File: src/rtl/rgf_params.svh
`ifndef RGF_PARAMS_SVH
`define RGF_PARAMS_SVH

// APB port widths.
`define RGF_DATA_W         32
`define RGF_ADDR_W         8

// Register byte offsets.
`define RGF_CTRL_OFS       8'h00
`define RGF_LIMIT_OFS      8'h04
`define RGF_STATUS_OFS     8'h08
`define RGF_MASK_OFS       8'h0C
`define RGF_TRIG_OFS       8'h10
`define RGF_HWVAL_OFS      8'h14

`define RGF_DEFAULT_RDATA  32'hDEAD_BEAF  // Returned on unmapped reads.
`define RGF_LIMIT_RESET    16'h00FF
`define RGF_EVENT_N        4

`endif

File: src/rtl/rgf_pkg.sv
`default_nettype none

`include "rgf_params.svh"

package rgf_pkg;

  // Control word, bits 6:0.
  typedef struct packed {
    logic       enable;
    logic [1:0] mode;
    logic [3:0] threshold;
  } ctrl_t;

  typedef logic [15:0] limit_t;

  typedef logic [`RGF_EVENT_N-1:0] event_t;  // One bit per event.

  typedef struct packed {
    logic ctrl;
    logic limit;
    logic status;
    logic mask;
    logic trig;
    logic hwval;
  } reg_sel_t;

  typedef enum logic [1:0] {APB_IDLE, APB_WAIT, APB_READY} apb_state_t;

endpackage

`default_nettype wire

File: src/rtl/apb_access_fsm.sv
`timescale 1ns/1ps
`default_nettype none

module apb_access_fsm
  import rgf_pkg::*;
(
  input  logic clk,
  input  logic i_arst_n,
  input  logic i_psel,
  input  logic i_penable,
  input  logic i_pwrite,
  output logic o_pready,
  output logic o_wr_stb,
  output logic o_rd_stb
);

  apb_state_t state_q;
  apb_state_t state_d;

  always_comb begin
    state_d = state_q;
    case (state_q)
      APB_IDLE: begin
        if (i_psel && !i_penable) begin
          state_d = APB_WAIT;  // Setup phase seen.
        end
      end
      APB_WAIT: begin
        // First access cycle is the wait state.
        if (!i_psel) begin
          state_d = APB_IDLE;
        end else if (i_penable) begin
          state_d = APB_READY;
        end
      end
      default: begin
        state_d = APB_IDLE;  // Ready lasts one cycle.
      end
    endcase
  end

  always_ff @(posedge clk or negedge i_arst_n) begin
    if (!i_arst_n) begin
      state_q  <= APB_IDLE;
      o_pready <= 1'b0;
      o_wr_stb <= 1'b0;
      o_rd_stb <= 1'b0;
    end else begin
      state_q  <= state_d;
      o_pready <= (state_d == APB_READY);
      o_wr_stb <= (state_d == APB_READY) && i_pwrite;
      o_rd_stb <= (state_d == APB_READY) && !i_pwrite;
    end
  end

  // Master must still be in the access phase when ready rises.
  pready_in_access_a: assert property (
    @(posedge clk) disable iff (!i_arst_n)
    o_pready |-> (i_psel && i_penable)
  );

endmodule

`default_nettype wire

File: src/rtl/rgf_decoder.sv
`timescale 1ns/1ps
`default_nettype none

`include "rgf_params.svh"

module rgf_decoder
  import rgf_pkg::*;
(
  input  logic [`RGF_ADDR_W-1:0] i_paddr,
  input  ctrl_t                  i_ctrl,
  input  limit_t                 i_limit,
  input  event_t                 i_status,
  input  event_t                 i_mask,
  input  limit_t                 i_hw_value,
  output reg_sel_t               o_sel,
  output logic [`RGF_DATA_W-1:0] o_prdata,
  output logic                   o_pslverr
);

  // Word compare, byte lanes ignored.
  function automatic logic word_hit(input logic [`RGF_ADDR_W-1:0] addr,
                                    input logic [`RGF_ADDR_W-1:0] ofs);
    return addr[`RGF_ADDR_W-1:2] == ofs[`RGF_ADDR_W-1:2];
  endfunction

  assign o_sel.ctrl   = word_hit(i_paddr, `RGF_CTRL_OFS);
  assign o_sel.limit  = word_hit(i_paddr, `RGF_LIMIT_OFS);
  assign o_sel.status = word_hit(i_paddr, `RGF_STATUS_OFS);
  assign o_sel.mask   = word_hit(i_paddr, `RGF_MASK_OFS);
  assign o_sel.trig   = word_hit(i_paddr, `RGF_TRIG_OFS);
  assign o_sel.hwval  = word_hit(i_paddr, `RGF_HWVAL_OFS);

  always_comb begin
    o_prdata  = '0;  // Trigger reads back zero.
    o_pslverr = (o_sel == '0);
    if (o_pslverr) begin
      o_prdata = `RGF_DEFAULT_RDATA;
    end else if (o_sel.ctrl) begin
      o_prdata[$bits(ctrl_t)-1:0] = i_ctrl;
    end else if (o_sel.limit) begin
      o_prdata[$bits(limit_t)-1:0] = i_limit;
    end else if (o_sel.status) begin
      o_prdata[$bits(event_t)-1:0] = i_status;
    end else if (o_sel.mask) begin
      o_prdata[$bits(event_t)-1:0] = i_mask;
    end else if (o_sel.hwval) begin
      o_prdata[$bits(limit_t)-1:0] = i_hw_value;
    end
  end

  always_comb begin
    sel_onehot_a: assert ($onehot0(o_sel));
  end

endmodule

`default_nettype wire

File: src/rtl/rw_field_reg.sv
`timescale 1ns/1ps
`default_nettype none

`include "rgf_params.svh"

module rw_field_reg
  import rgf_pkg::*;
#(
  parameter type    T_FIELD     = event_t,
  parameter T_FIELD RESET_VALUE = '0
) (
  input  logic                   clk,
  input  logic                   i_arst_n,
  input  logic                   i_wr,
  input  logic [`RGF_DATA_W-1:0] i_wdata,
  output T_FIELD                 o_value
);

  localparam int FIELD_W = $bits(T_FIELD);

  logic [FIELD_W-1:0] wr_field;

  assign wr_field = i_wdata[FIELD_W-1:0];  // Upper write bits dropped.

  always_ff @(posedge clk or negedge i_arst_n) begin
    if (!i_arst_n) begin
      o_value <= RESET_VALUE;
    end else if (i_wr) begin
      o_value <= T_FIELD'(wr_field);
    end
  end

endmodule

`default_nettype wire

File: src/rtl/status_regs.sv
`timescale 1ns/1ps
`default_nettype none

`include "rgf_params.svh"

module status_regs
  import rgf_pkg::*;
(
  input  logic                   clk,
  input  logic                   i_arst_n,
  input  logic                   i_status_wr,
  input  logic                   i_trig_wr,
  input  logic [`RGF_DATA_W-1:0] i_wdata,
  input  event_t                 i_event,
  input  event_t                 i_mask,
  output event_t                 o_status,
  output event_t                 o_trigger,
  output logic                   o_irq
);

  event_t wr_bits;
  event_t clr_bits;
  event_t status_d;

  assign wr_bits  = i_wdata[`RGF_EVENT_N-1:0];
  assign clr_bits = i_status_wr ? wr_bits : '0;

  // Set wins over a clear on the same edge.
  assign status_d = (o_status & ~clr_bits) | i_event;

  always_ff @(posedge clk or negedge i_arst_n) begin
    if (!i_arst_n) begin
      o_status <= '0;
    end else begin
      o_status <= status_d;
    end
  end

  // One-cycle pulse after the ready cycle.
  always_ff @(posedge clk or negedge i_arst_n) begin
    if (!i_arst_n) begin
      o_trigger <= '0;
    end else if (i_trig_wr) begin
      o_trigger <= wr_bits;
    end else begin
      o_trigger <= '0;
    end
  end

  assign o_irq = |(o_status & i_mask);

  // A pulse never lasts two cycles, so strobes from the sequencer stay single.
  trigger_single_a: assert property (
    @(posedge clk) disable iff (!i_arst_n)
    (o_trigger != '0) |=> ((o_trigger & $past(o_trigger)) == '0)
  );

endmodule

`default_nettype wire

File: src/rtl/rgf_top.sv
`timescale 1ns/1ps
`default_nettype none

`include "rgf_params.svh"

module rgf_top
  import rgf_pkg::*;
(
  input  logic                   clk,
  input  logic                   i_arst_n,
  input  logic                   i_psel,
  input  logic                   i_penable,
  input  logic                   i_pwrite,
  input  logic [`RGF_ADDR_W-1:0] i_paddr,
  input  logic [`RGF_DATA_W-1:0] i_pwdata,
  output logic                   o_pready,
  output logic [`RGF_DATA_W-1:0] o_prdata,
  output logic                   o_pslverr,
  input  event_t                 i_event,
  input  limit_t                 i_hw_value,
  output ctrl_t                  o_ctrl,
  output limit_t                 o_limit,
  output event_t                 o_trigger,
  output logic                   o_irq
);

  logic     wr_stb;
  reg_sel_t sel;
  event_t   mask;
  event_t   status;

  apb_access_fsm fsm_i (
    .clk       (clk),
    .i_arst_n  (i_arst_n),
    .i_psel    (i_psel),
    .i_penable (i_penable),
    .i_pwrite  (i_pwrite),
    .o_pready  (o_pready),
    .o_wr_stb  (wr_stb),
    .o_rd_stb  ()
  );

  rgf_decoder decoder_i (
    .i_paddr    (i_paddr),
    .i_ctrl     (o_ctrl),
    .i_limit    (o_limit),
    .i_status   (status),
    .i_mask     (mask),
    .i_hw_value (i_hw_value),
    .o_sel      (sel),
    .o_prdata   (o_prdata),
    .o_pslverr  (o_pslverr)
  );

  rw_field_reg #(
    .T_FIELD     (ctrl_t),
    .RESET_VALUE ('0)
  ) ctrl_reg_i (
    .clk      (clk),
    .i_arst_n (i_arst_n),
    .i_wr     (wr_stb && sel.ctrl),
    .i_wdata  (i_pwdata),
    .o_value  (o_ctrl)
  );

  rw_field_reg #(
    .T_FIELD     (limit_t),
    .RESET_VALUE (`RGF_LIMIT_RESET)
  ) limit_reg_i (
    .clk      (clk),
    .i_arst_n (i_arst_n),
    .i_wr     (wr_stb && sel.limit),
    .i_wdata  (i_pwdata),
    .o_value  (o_limit)
  );

  rw_field_reg #(
    .T_FIELD     (event_t),
    .RESET_VALUE ('0)
  ) mask_reg_i (
    .clk      (clk),
    .i_arst_n (i_arst_n),
    .i_wr     (wr_stb && sel.mask),
    .i_wdata  (i_pwdata),
    .o_value  (mask)
  );

  status_regs status_regs_i (
    .clk         (clk),
    .i_arst_n    (i_arst_n),
    .i_status_wr (wr_stb && sel.status),
    .i_trig_wr   (wr_stb && sel.trig),
    .i_wdata     (i_pwdata),
    .i_event     (i_event),
    .i_mask      (mask),
    .o_status    (status),
    .o_trigger   (o_trigger),
    .o_irq       (o_irq)
  );

endmodule

`default_nettype wire

File: config.mk
export PLATFORM = sky130hd
export DESIGN_NAME = rgf_top
export DESIGN_NICKNAME = d
export VERILOG_FILES = /design/src/rtl/rgf_pkg.sv /design/src/rtl/apb_access_fsm.sv /design/src/rtl/rgf_decoder.sv /design/src/rtl/rw_field_reg.sv /design/src/rtl/status_regs.sv /design/src/rtl/rgf_top.sv
export VERILOG_INCLUDE_DIRS = /design/src /design/src/rtl
export SDC_FILE = /design/constraint.sdc
export NUM_CORES = 1
export LEC_CHECK = 0
export BUFFER_PORTS_ARGS = -buffer_cell sky130_fd_sc_hd__buf_2
export CELL_PAD_IN_SITES_DETAIL_PLACEMENT = 0
export CELL_PAD_IN_SITES_GLOBAL_PLACEMENT = 1
export CORE_ASPECT_RATIO = 0.7
export CORE_MARGIN = 1.5
export CORE_UTILIZATION = 30
export CTS_BUF_LIST = sky130_fd_sc_hd__clkbuf_4 sky130_fd_sc_hd__clkbuf_8 sky130_fd_sc_hd__clkbuf_16
export DETAILED_ROUTE_END_ITERATION = 12
export PLACE_DENSITY_LB_ADDON = 0.1
export SLEW_MARGIN = 0
export SYNTH_ARGS = -nofsm -noshare
export SYNTH_HDL_FRONTEND = slang
export SYNTH_HIERARCHICAL = 1
export SYNTH_SLANG_ARGS = --single-unit
File: constraint.sdc
create_clock -name clk -period 2 [get_ports clk]
set_clock_uncertainty 0.05 [all_clocks]
set_input_delay 0.1 -clock clk [delete_from_list [all_inputs] [get_ports clk]]
set_output_delay 0.1 -clock clk [all_outputs]
set_load 0.02 [all_outputs]
==> results.toml, run 1 <==
[cells_and_area]
most-common-layout-cells = "buf_2, dfrtp_1, mux2_4, mux2_2, dlygate4sd3_1"
multiInputGateArea_um2 = 992
fillers = 686
final_common_cell = "buf_2"
area_growth_pct = 37.4
drive_gt1_share_pct = 58.8
utilization_pct = 43.4
seq_area_um2 = 986
n_antenna_cell = 0
nets = 355

[placed_design]
place_congestion = 0.707
dp_hpwl_mm = 4.44
port_buffers = 103

[die]
dieWidth_um = 105
coreArea_um2 = 6850
initial_utilization_pct = 31.6
row_count = 25
fp.dieArea_um2 = 7740
io_pins = 127
die_h_um = 74.1

[clock_tree]
ctsResizeCount = 0
clk_path_buf_depth = 2
cts-root-buf = "clkbuf_8"
numCtsBuffers = 5
post_cts_buffers = 0
insertion_delay_ps = 280
cts_sinks = 39
cts_max_level = 2
tritoncts = "built"
cts_hold_buf = 17
clk_pin_slew_worst_paths_ps = 80

[timing]
rsz0062_at_grt = "no"
worst_pin_slew_ps = 548
finalWorstPathRequiredPeriod_ps = 1740
setup_viol = 0
worst_slew_margin_rel_pct = 63.3
setup_tns_ps = 0
fmax_mhz = 574
timing.final.crit_share_pct = 87.0
final-hold-violation-count = 0
slew_violations = 0

[worst_setup_path]
slowest_delay_ps = 400
path_class = "reg2out"
start_kind = "flip-flop"
critPathMaxFanout = 3
cp_top_family = "compound AO/OA/AOI/OAI gates"
critPathRequiredTime_ps = 1850
crit_chain = "mux2_2 > a22o_1 > a221o_1 > buf_2"
crit_buf_inv = 1
worstSetupEndpointType = "primary output"
cpMaxStageDelayCell = "dfrtp_1"
crit_arrival_ps = 1590

[grt]
grt_max_degree = 17
grt_pass1_wl_mm = 9.16
overflow = 0
grt_pass1_vias = 1724
grtUsageTotal_pct = 15.4
grt_antenna_before_repair = 0

[worst_hold_path]
holdCritPathClass = "in2reg"

[detailed_routing]
vias = 1739
drt_iter0_drc = 43
postRouteAntennaNets = 0
wire_per_inst_um = 15.1
first_pass_iters = 4
viasPerCell = 4.52
drc_errors = 0
wirelength_mm = 5.82

[run]
maxCapViolations = 0

[run_status]
status = "completed"

[synth]
syn_area_um2 = 2160
avgSynthCellArea_um2 = 12.5
yosysWarnings = 6
postSynthCellCount = 173

[pwr]
leakage_nw = 1.49
power_density_nw_per_um2 = 544
max-vdd-ir-drop_uv = 206
-- routing by layer --
layer  track usage (%)  routed length (um)  vias up
li1                  -                   -      847
met1              22.0                2860      831
met2              23.2                2620       59
met3              3.86                 311        2
met4              4.17                  29        0
met5                 0                   0        -
-- where the power goes --
group          internal (mW)  total, mW  switching (mW)  leakage [nW]
sequential             0.800      0.808         0.00767         0.493
combinational          0.117      0.257           0.140         0.943
clock                  0.289      0.553           0.264        0.0498
-- registers in the layout, indices dropped and copies added (netlist names) --
signal                   cells
ctrl_reg_i/o_value           7
fsm_i/o_pready               1
fsm_i/o_wr_stb               1
fsm_i/state_q                2
limit_reg_i/o_value         16
mask_reg_i/o_value           4
status_regs_i/o_status       4
status_regs_i/o_trigger      4
-- through the flow --
step | power (mW) | setup WS (ps) | instance area (um2) | instances | hold slack, ps
6_report | 1.62 | 259 | 2970 | 385 | 14.5
5_1_grt | 1.71 | 196 | 2970 | 385 | 4.00
4_1_cts | 1.65 | 243 | 2970 | 385 | 0.888
3_5_place_dp | 1.06 | 293 | 2710 | 360 | -48.4
3_3_place_gp | 1.06 | 289 | 2710 | 360 | -51.3
2_1_floorplan | 0.954 | 274 | 2180 | 177 | -246
-- final cells by class --
| type | count | area share [%] |
|---|---|---|
| multi-input cells | 111 | 33.4 |
| well taps | 94 | 3.95 |
| inverters | 3 | 0.463 |
| clock buffers | 8 | 3.07 |
| repair buffers | 130 | 26.0 |
| flip-flops and latches | 39 | 33.2 |
-- worst reg2reg max path, cell delays in order, from the launching register on --
cell,delay [ps]
dfrtp_1,400
and2_1,190
buf_12,180
mux2_2,350
-- worst paths after layout --
path	startpoint	endpoint	slack, ps	cells past startpoint
setup / recovery	mask_reg_i/o_value[2]	o_prdata[2]	260	4
hold / removal	i_pwdata[4]	ctrl_reg_i/o_value[4]	10	2
setup reg to reg	fsm_i/o_wr_stb	limit_reg_i/o_value[13]	710	3
hold reg to reg	fsm_i/state_q[1]	fsm_i/state_q[0]	410	1
max in group asynchronous	i_arst_n	limit_reg_i/o_value[0]	1150	3
min in group asynchronous	i_arst_n	status_regs_i/o_status[0]	180	2
No activity file was read; power rests on OpenSTA's default activity.
==> run 2: changes to the inputs <==
==> constraint.sdc (replaced) <==
create_clock -name clk -period 2 [get_ports clk]
set_clock_uncertainty 0.05 [all_clocks]
set_input_delay 0.4 -clock clk [delete_from_list [all_inputs] [get_ports clk]]
set_output_delay 0.4 -clock clk [all_outputs]
set_load 0.02 [all_outputs]
==> run 2 against run 1 <==
The run now ends with setup timing left. Non-clock buffer count is 1 higher. Core utilization is 1.4 points higher. Register-to-register slack hardly changed. Die area stayed put. Hold slack better by 13 ps. Routed wire length is 2.3% lower. Final cell count is 0.26% higher. Via count is 1.4% higher. Sequential share of layout area is 1.0 points lower. Clock power is 23% higher. Maximum frequency is 20% lower. Largest power group unchanged.
==> results.toml, run 2 (synthesis gave the netlist of run 1 again) <==
[worst_setup_path]
critPathMaxFanout = 5
worstSetupEndpointType = "primary output"
path_class = "in2out"
crit_arrival_ps = 1730
start_kind = "input port"
critPathRequiredTime_ps = 1550

[cells_and_area]
fillers = 679
final_common_cell = "buf_2"
drive_gt1_share_pct = 65.4
most-common-layout-cells = "buf_2, dfrtp_1, buf_4, mux2_4, mux2_2"
top_regs = "limit_reg_i/o_value: 16 flops, ctrl_reg_i/o_value: 7 flops"
utilization_pct = 44.8
nets = 356
area_growth_pct = 41.7
n_antenna_cell = 0
top_register = "limit_reg_i/o_value"
largest_register_ffs = 16

[grt]
grtUsageTotal_pct = 14.9
grt_antenna_before_repair = 0
overflow = 0
grt_pass1_vias = 1722
grt_pass1_wl_mm = 8.97
grt_max_degree = 22

[run_status]
violations = "setup timing"
status = "finished with violations"

[clock_tree]
tritoncts = "built"
cts-root-buf = "clkbuf_8"
cts_max_level = 2
numCtsBuffers = 5
clk_pin_slew_worst_paths_ps = 80
cts_sinks = 39
insertion_delay_ps = 290
clk_path_buf_depth = 2

[die]
initial_utilization_pct = 31.6
dieWidth_um = 105
row_count = 25
fp.dieArea_um2 = 7740
io_pins = 127
coreArea_um2 = 6850
die_h_um = 74.1

[placed_design]
place_congestion = 0.759
pre_cts_ws_ps = -205
port_buffers = 103
dp_hpwl_mm = 4.51

[timing]
final-hold-violation-count = 0
setup_viol = 7
fmax_mhz = 458
timing.final.crit_share_pct = 109
slew_violations = 0
layout_setup_ws_ps = -182
rsz0062_at_grt = "yes"
worst_pin_slew_ps = 519
finalWorstPathRequiredPeriod_ps = 2180
worst_slew_margin_rel_pct = 65.4

[pwr]
leakage_nw = 1.55
power_density_nw_per_um2 = 572
max-vdd-ir-drop_uv = 353

[detailed_routing]
drc_errors = 0
vias = 1764
viasPerCell = 4.57
wire_per_inst_um = 14.7
postRouteAntennaNets = 0
wirelength_mm = 5.69
first_pass_iters = 4
drt_iter0_drc = 44

[worst_hold_path]
holdCritPathClass = "in2async"

[run]
maxCapViolations = 0
[run 2: cell types whose count changed in the layout (fill, tap and decap cells not counted), sizes merged]
cell	change
clkbuf	-2
dlygate4sd3	-17
clkinv	+1
buf	+18
bufinv	+1
[run 2: report_power, final]
part / internal (mW) / switching, mW / leakage (nW)
registers: 0.800 / 0.00736 / 0.493
logic: 0.123 / 0.144 / 0.998
clock network: 0.404 / 0.278 / 0.0612
total: 1.33 / 0.429 / 1.55
[run 2: worst paths after layout]
kind / slack, ps / cells past startpoint / start / endpoint
max: -180 / 7 / i_paddr[7] / o_prdata[1]
min: 30 / 1 / i_arst_n / status_regs_i/o_status[1]
max reg2reg: 710 / 3 / fsm_i/o_wr_stb / limit_reg_i/o_value[15]
max in group asynchronous: 1300 / 2 / i_arst_n / limit_reg_i/o_value[4]
min reg2reg: 410 / 1 / fsm_i/state_q[1] / fsm_i/state_q[0]
min in group clk: 230 / 2 / i_event[3] / status_regs_i/o_status[3]
[run 2: area by class of cell]
cell class                 instances  area (um2)  share of cell area (%)
clock buffer                       6        82.6                    2.69
clock inverter                     2        35.0                    1.14
inverter                           3        13.8                   0.449
multi-input combinational        111        1010                    32.9
sequential                        39         986                    32.2
tap                               94         118                    3.84
timing repair buffer             131         823                    26.8
[run 2: through the flow]
stage / hold WS [ps] / power (mW) / TNS, ps / cells / area, um2
floorplan: 54.4 / 0.954 / -469 / 177 / 2180
global placement: 351 / 1.08 / -2820 / 376 / 2850
detailed placement: 348 / 1.08 / -2780 / 376 / 2850
CTS: 25.6 / 1.78 / -792 / 388 / 3060
global route: 44.7 / 1.85 / -1120 / 386 / 3070
finish: 27.6 / 1.76 / -773 / 386 / 3070
[run 2: critical path, stage by stage]
cell and delay [ps]:
buf_6 90, or3_4 400, a21oi_4 160, inv_4 60, a21o_1 180, a221o_1 300
buf_6 140
[run 2: what timing repair did]
item	CTS	global route
hold buffers	0	0
pin swaps	5	3
endpoints found under the hold margin	0	0
resized for setup	19	11
setup buffers	4	2
setup endpoints to repair	9	28
[run 2: layer usage]
layer,wire [um],GRT usage [%],vias to the layer above
met4,35,3.70,0
li1,-,-,849
met2,2510,22.5,58
met5,0,0,-
met3,276,3.33,4
met1,2860,21.8,853
==> run 3: changes to the inputs <==
--- a/config.mk
+++ b/config.mk
@@ -14,7 +14,10 @@
 export CORE_UTILIZATION = 30
 export CTS_BUF_LIST = sky130_fd_sc_hd__clkbuf_4 sky130_fd_sc_hd__clkbuf_8 sky130_fd_sc_hd__clkbuf_16
 export DETAILED_ROUTE_END_ITERATION = 12
+export GPL_ROUTABILITY_DRIVEN = 0
 export PLACE_DENSITY_LB_ADDON = 0.1
+export SKIP_CTS_REPAIR_TIMING = 1
+export SKIP_LAST_GASP = 1
 export SLEW_MARGIN = 0
 export SYNTH_ARGS = -nofsm -noshare
 export SYNTH_HDL_FRONTEND = slang
==> run 3 against run 2 <==
Register-to-register slack about the same. Sequential cell count unchanged. Total power decreased by 0.24%. Critical endpoint unchanged. Non-clock buffer count decreased by 1. Maximum frequency increased by 0.27%. The run still ends with setup timing left. Global-route usage decreased by 0.077 points. Setup slack improved by 5.9 ps. Final area decreased by 0.82%.
==> results.toml, run 3 (synthesis gave the netlist of run 1 again) <==
[run_status]
status = "finished with violations"
violations = "setup timing"

[clock_tree]
clk_pin_slew_worst_paths_ps = 80
insertion_delay_ps = 290
numCtsBuffers = 5
cts_max_level = 2
clk_path_buf_depth = 2
cts_sinks = 39
cts-root-buf = "clkbuf_8"
tritoncts = "built"

[placed_design]
dp_hpwl_mm = 4.51
port_buffers = 103
dpl_cell_area_um2 = 2850
pre_cts_ws_ps = -205

[timing]
layout_setup_ws_ps = -176
slew_violations = 0
finalWorstPathRequiredPeriod_ps = 2180
timing.final.crit_share_pct = 109
setup_viol = 7
worst_slew_margin_rel_pct = 65.8
whs_ps = 24.8
worst_pin_slew_ps = 514
setup_tns_ps = -800
final-hold-violation-count = 0
fmax_mhz = 460
rsz0062_at_grt = "yes"

[cells_and_area]
largest_register_ffs = 16
area_growth_pct = 40.5
top_regs = "limit_reg_i/o_value: 16 flops, ctrl_reg_i/o_value: 7 flops"
nets = 355
drive_gt1_share_pct = 65.3
final_common_cell = "buf_2"
n_antenna_cell = 0
fin_area_um2 = 3040
top_register = "limit_reg_i/o_value"
most-common-layout-cells = "buf_2, dfrtp_1, buf_4, mux2_4, mux2_2"

[worst_setup_path]
cp_top_family = "compound AO/OA/AOI/OAI gates"
cpMaxStageDelayCell = "or3_4"
worstSetupEndpointType = "primary output"
crit_buf_inv = 3
path_class = "in2out"
crit_arrival_ps = 1730
reg2reg_depth = 3
rrSetupSlack_ps = 700
critPathRequiredTime_ps = 1550
timing.critical_path.mode_cell = "buf_6"
critPathMaxFanout = 5
start_kind = "input port"
worstReg2RegEnd = "limit_reg_i/o_value[15]"
r2r_start = "fsm_i/o_wr_stb"
crit_chain = "buf_6 > or3_4 > a21oi_4 > inv_4 > a21o_1 > a221o_1 > buf_6"
slowest_delay_ps = 400

[grt]
use_met3_pct = 3.33
grt_max_degree = 22
met2_usage_pct = 22.1
grt_util_met1_pct = 21.9
overflow = 0
grt-busiest-layer = "met2"
grt_antenna_before_repair = 0
grtUsageTotal_pct = 14.9
grt_pass1_vias = 1704
grt_pass1_wl_mm = 8.92

[detailed_routing]
wire_per_inst_um = 14.6
first_pass_iters = 4
drc_errors = 0
postRouteAntennaNets = 0
drt_iter0_drc = 60
wirelength_mm = 5.63
viasPerCell = 4.56
vias = 1754

[pwr]
max-vdd-ir-drop_uv = 353
power_density_nw_per_um2 = 576
leakage_nw = 1.54
fin_total_pwr_mw = 1.75

[die]
initial_utilization_pct = 31.6
fp.dieArea_um2 = 7740
io_pins = 127
dieWidth_um = 105
die_h_um = 74.1
row_count = 25
coreArea_um2 = 6850

[run]
maxCapViolations = 0

[worst_hold_path]
holdCritPathClass = "in2async"
-- run 3: cell count changes in the layout (fill, tap and decap cells not counted), sizes merged --
cell,previous run,this run
buf,131,129
clkbuf,6,7
-- run 3: cell type report --
cell class	instances	area, um2
fill	672	3810
sequential	39	986
multi-input combinational	111	1010
clock buffer	6	82.6
tap	94	118
timing repair buffer	130	798
inverter	3	13.8
clock inverter	2	35.0
-- run 3: per-layer routing --
metal,wire (um),vias to the layer above
li1,-,846
met1,2850,845
met2,2450,59
met3,289,4
met4,35,0
met5,0,-
-- run 3: worst max path at each step --
stage | depth (start not counted) | endpoint | slack, ps | start
4_1_cts | 7 | o_prdata[1] | -210 | i_paddr[7]
5_1_grt | 7 | o_prdata[2] | -230 | i_paddr[7]
2_1_floorplan | 5 | o_prdata[0] | -90 | i_paddr[7]
3_3_place_gp | 7 | o_prdata[1] | -200 | i_paddr[7]
3_5_place_dp | 7 | o_prdata[1] | -200 | i_paddr[7]
6_report | 7 | o_prdata[1] | -180 | i_paddr[7]
-- run 3: through the flow --
step / cells / utilization (%)
finish: 385 / 44.4
global route: 385 / 44.4
CTS: 384 / 43.3
detailed placement: 376 / 41.6
global placement: 376 / 41.6
floorplan: 177 / -
-- run 3: power by group --
part           switching, mW  internal (mW)  leakage [nW]  total [mW]
registers            0.00734          0.800         0.493       0.807
clock network          0.278          0.404        0.0612       0.682
logic                  0.143          0.119         0.986       0.262
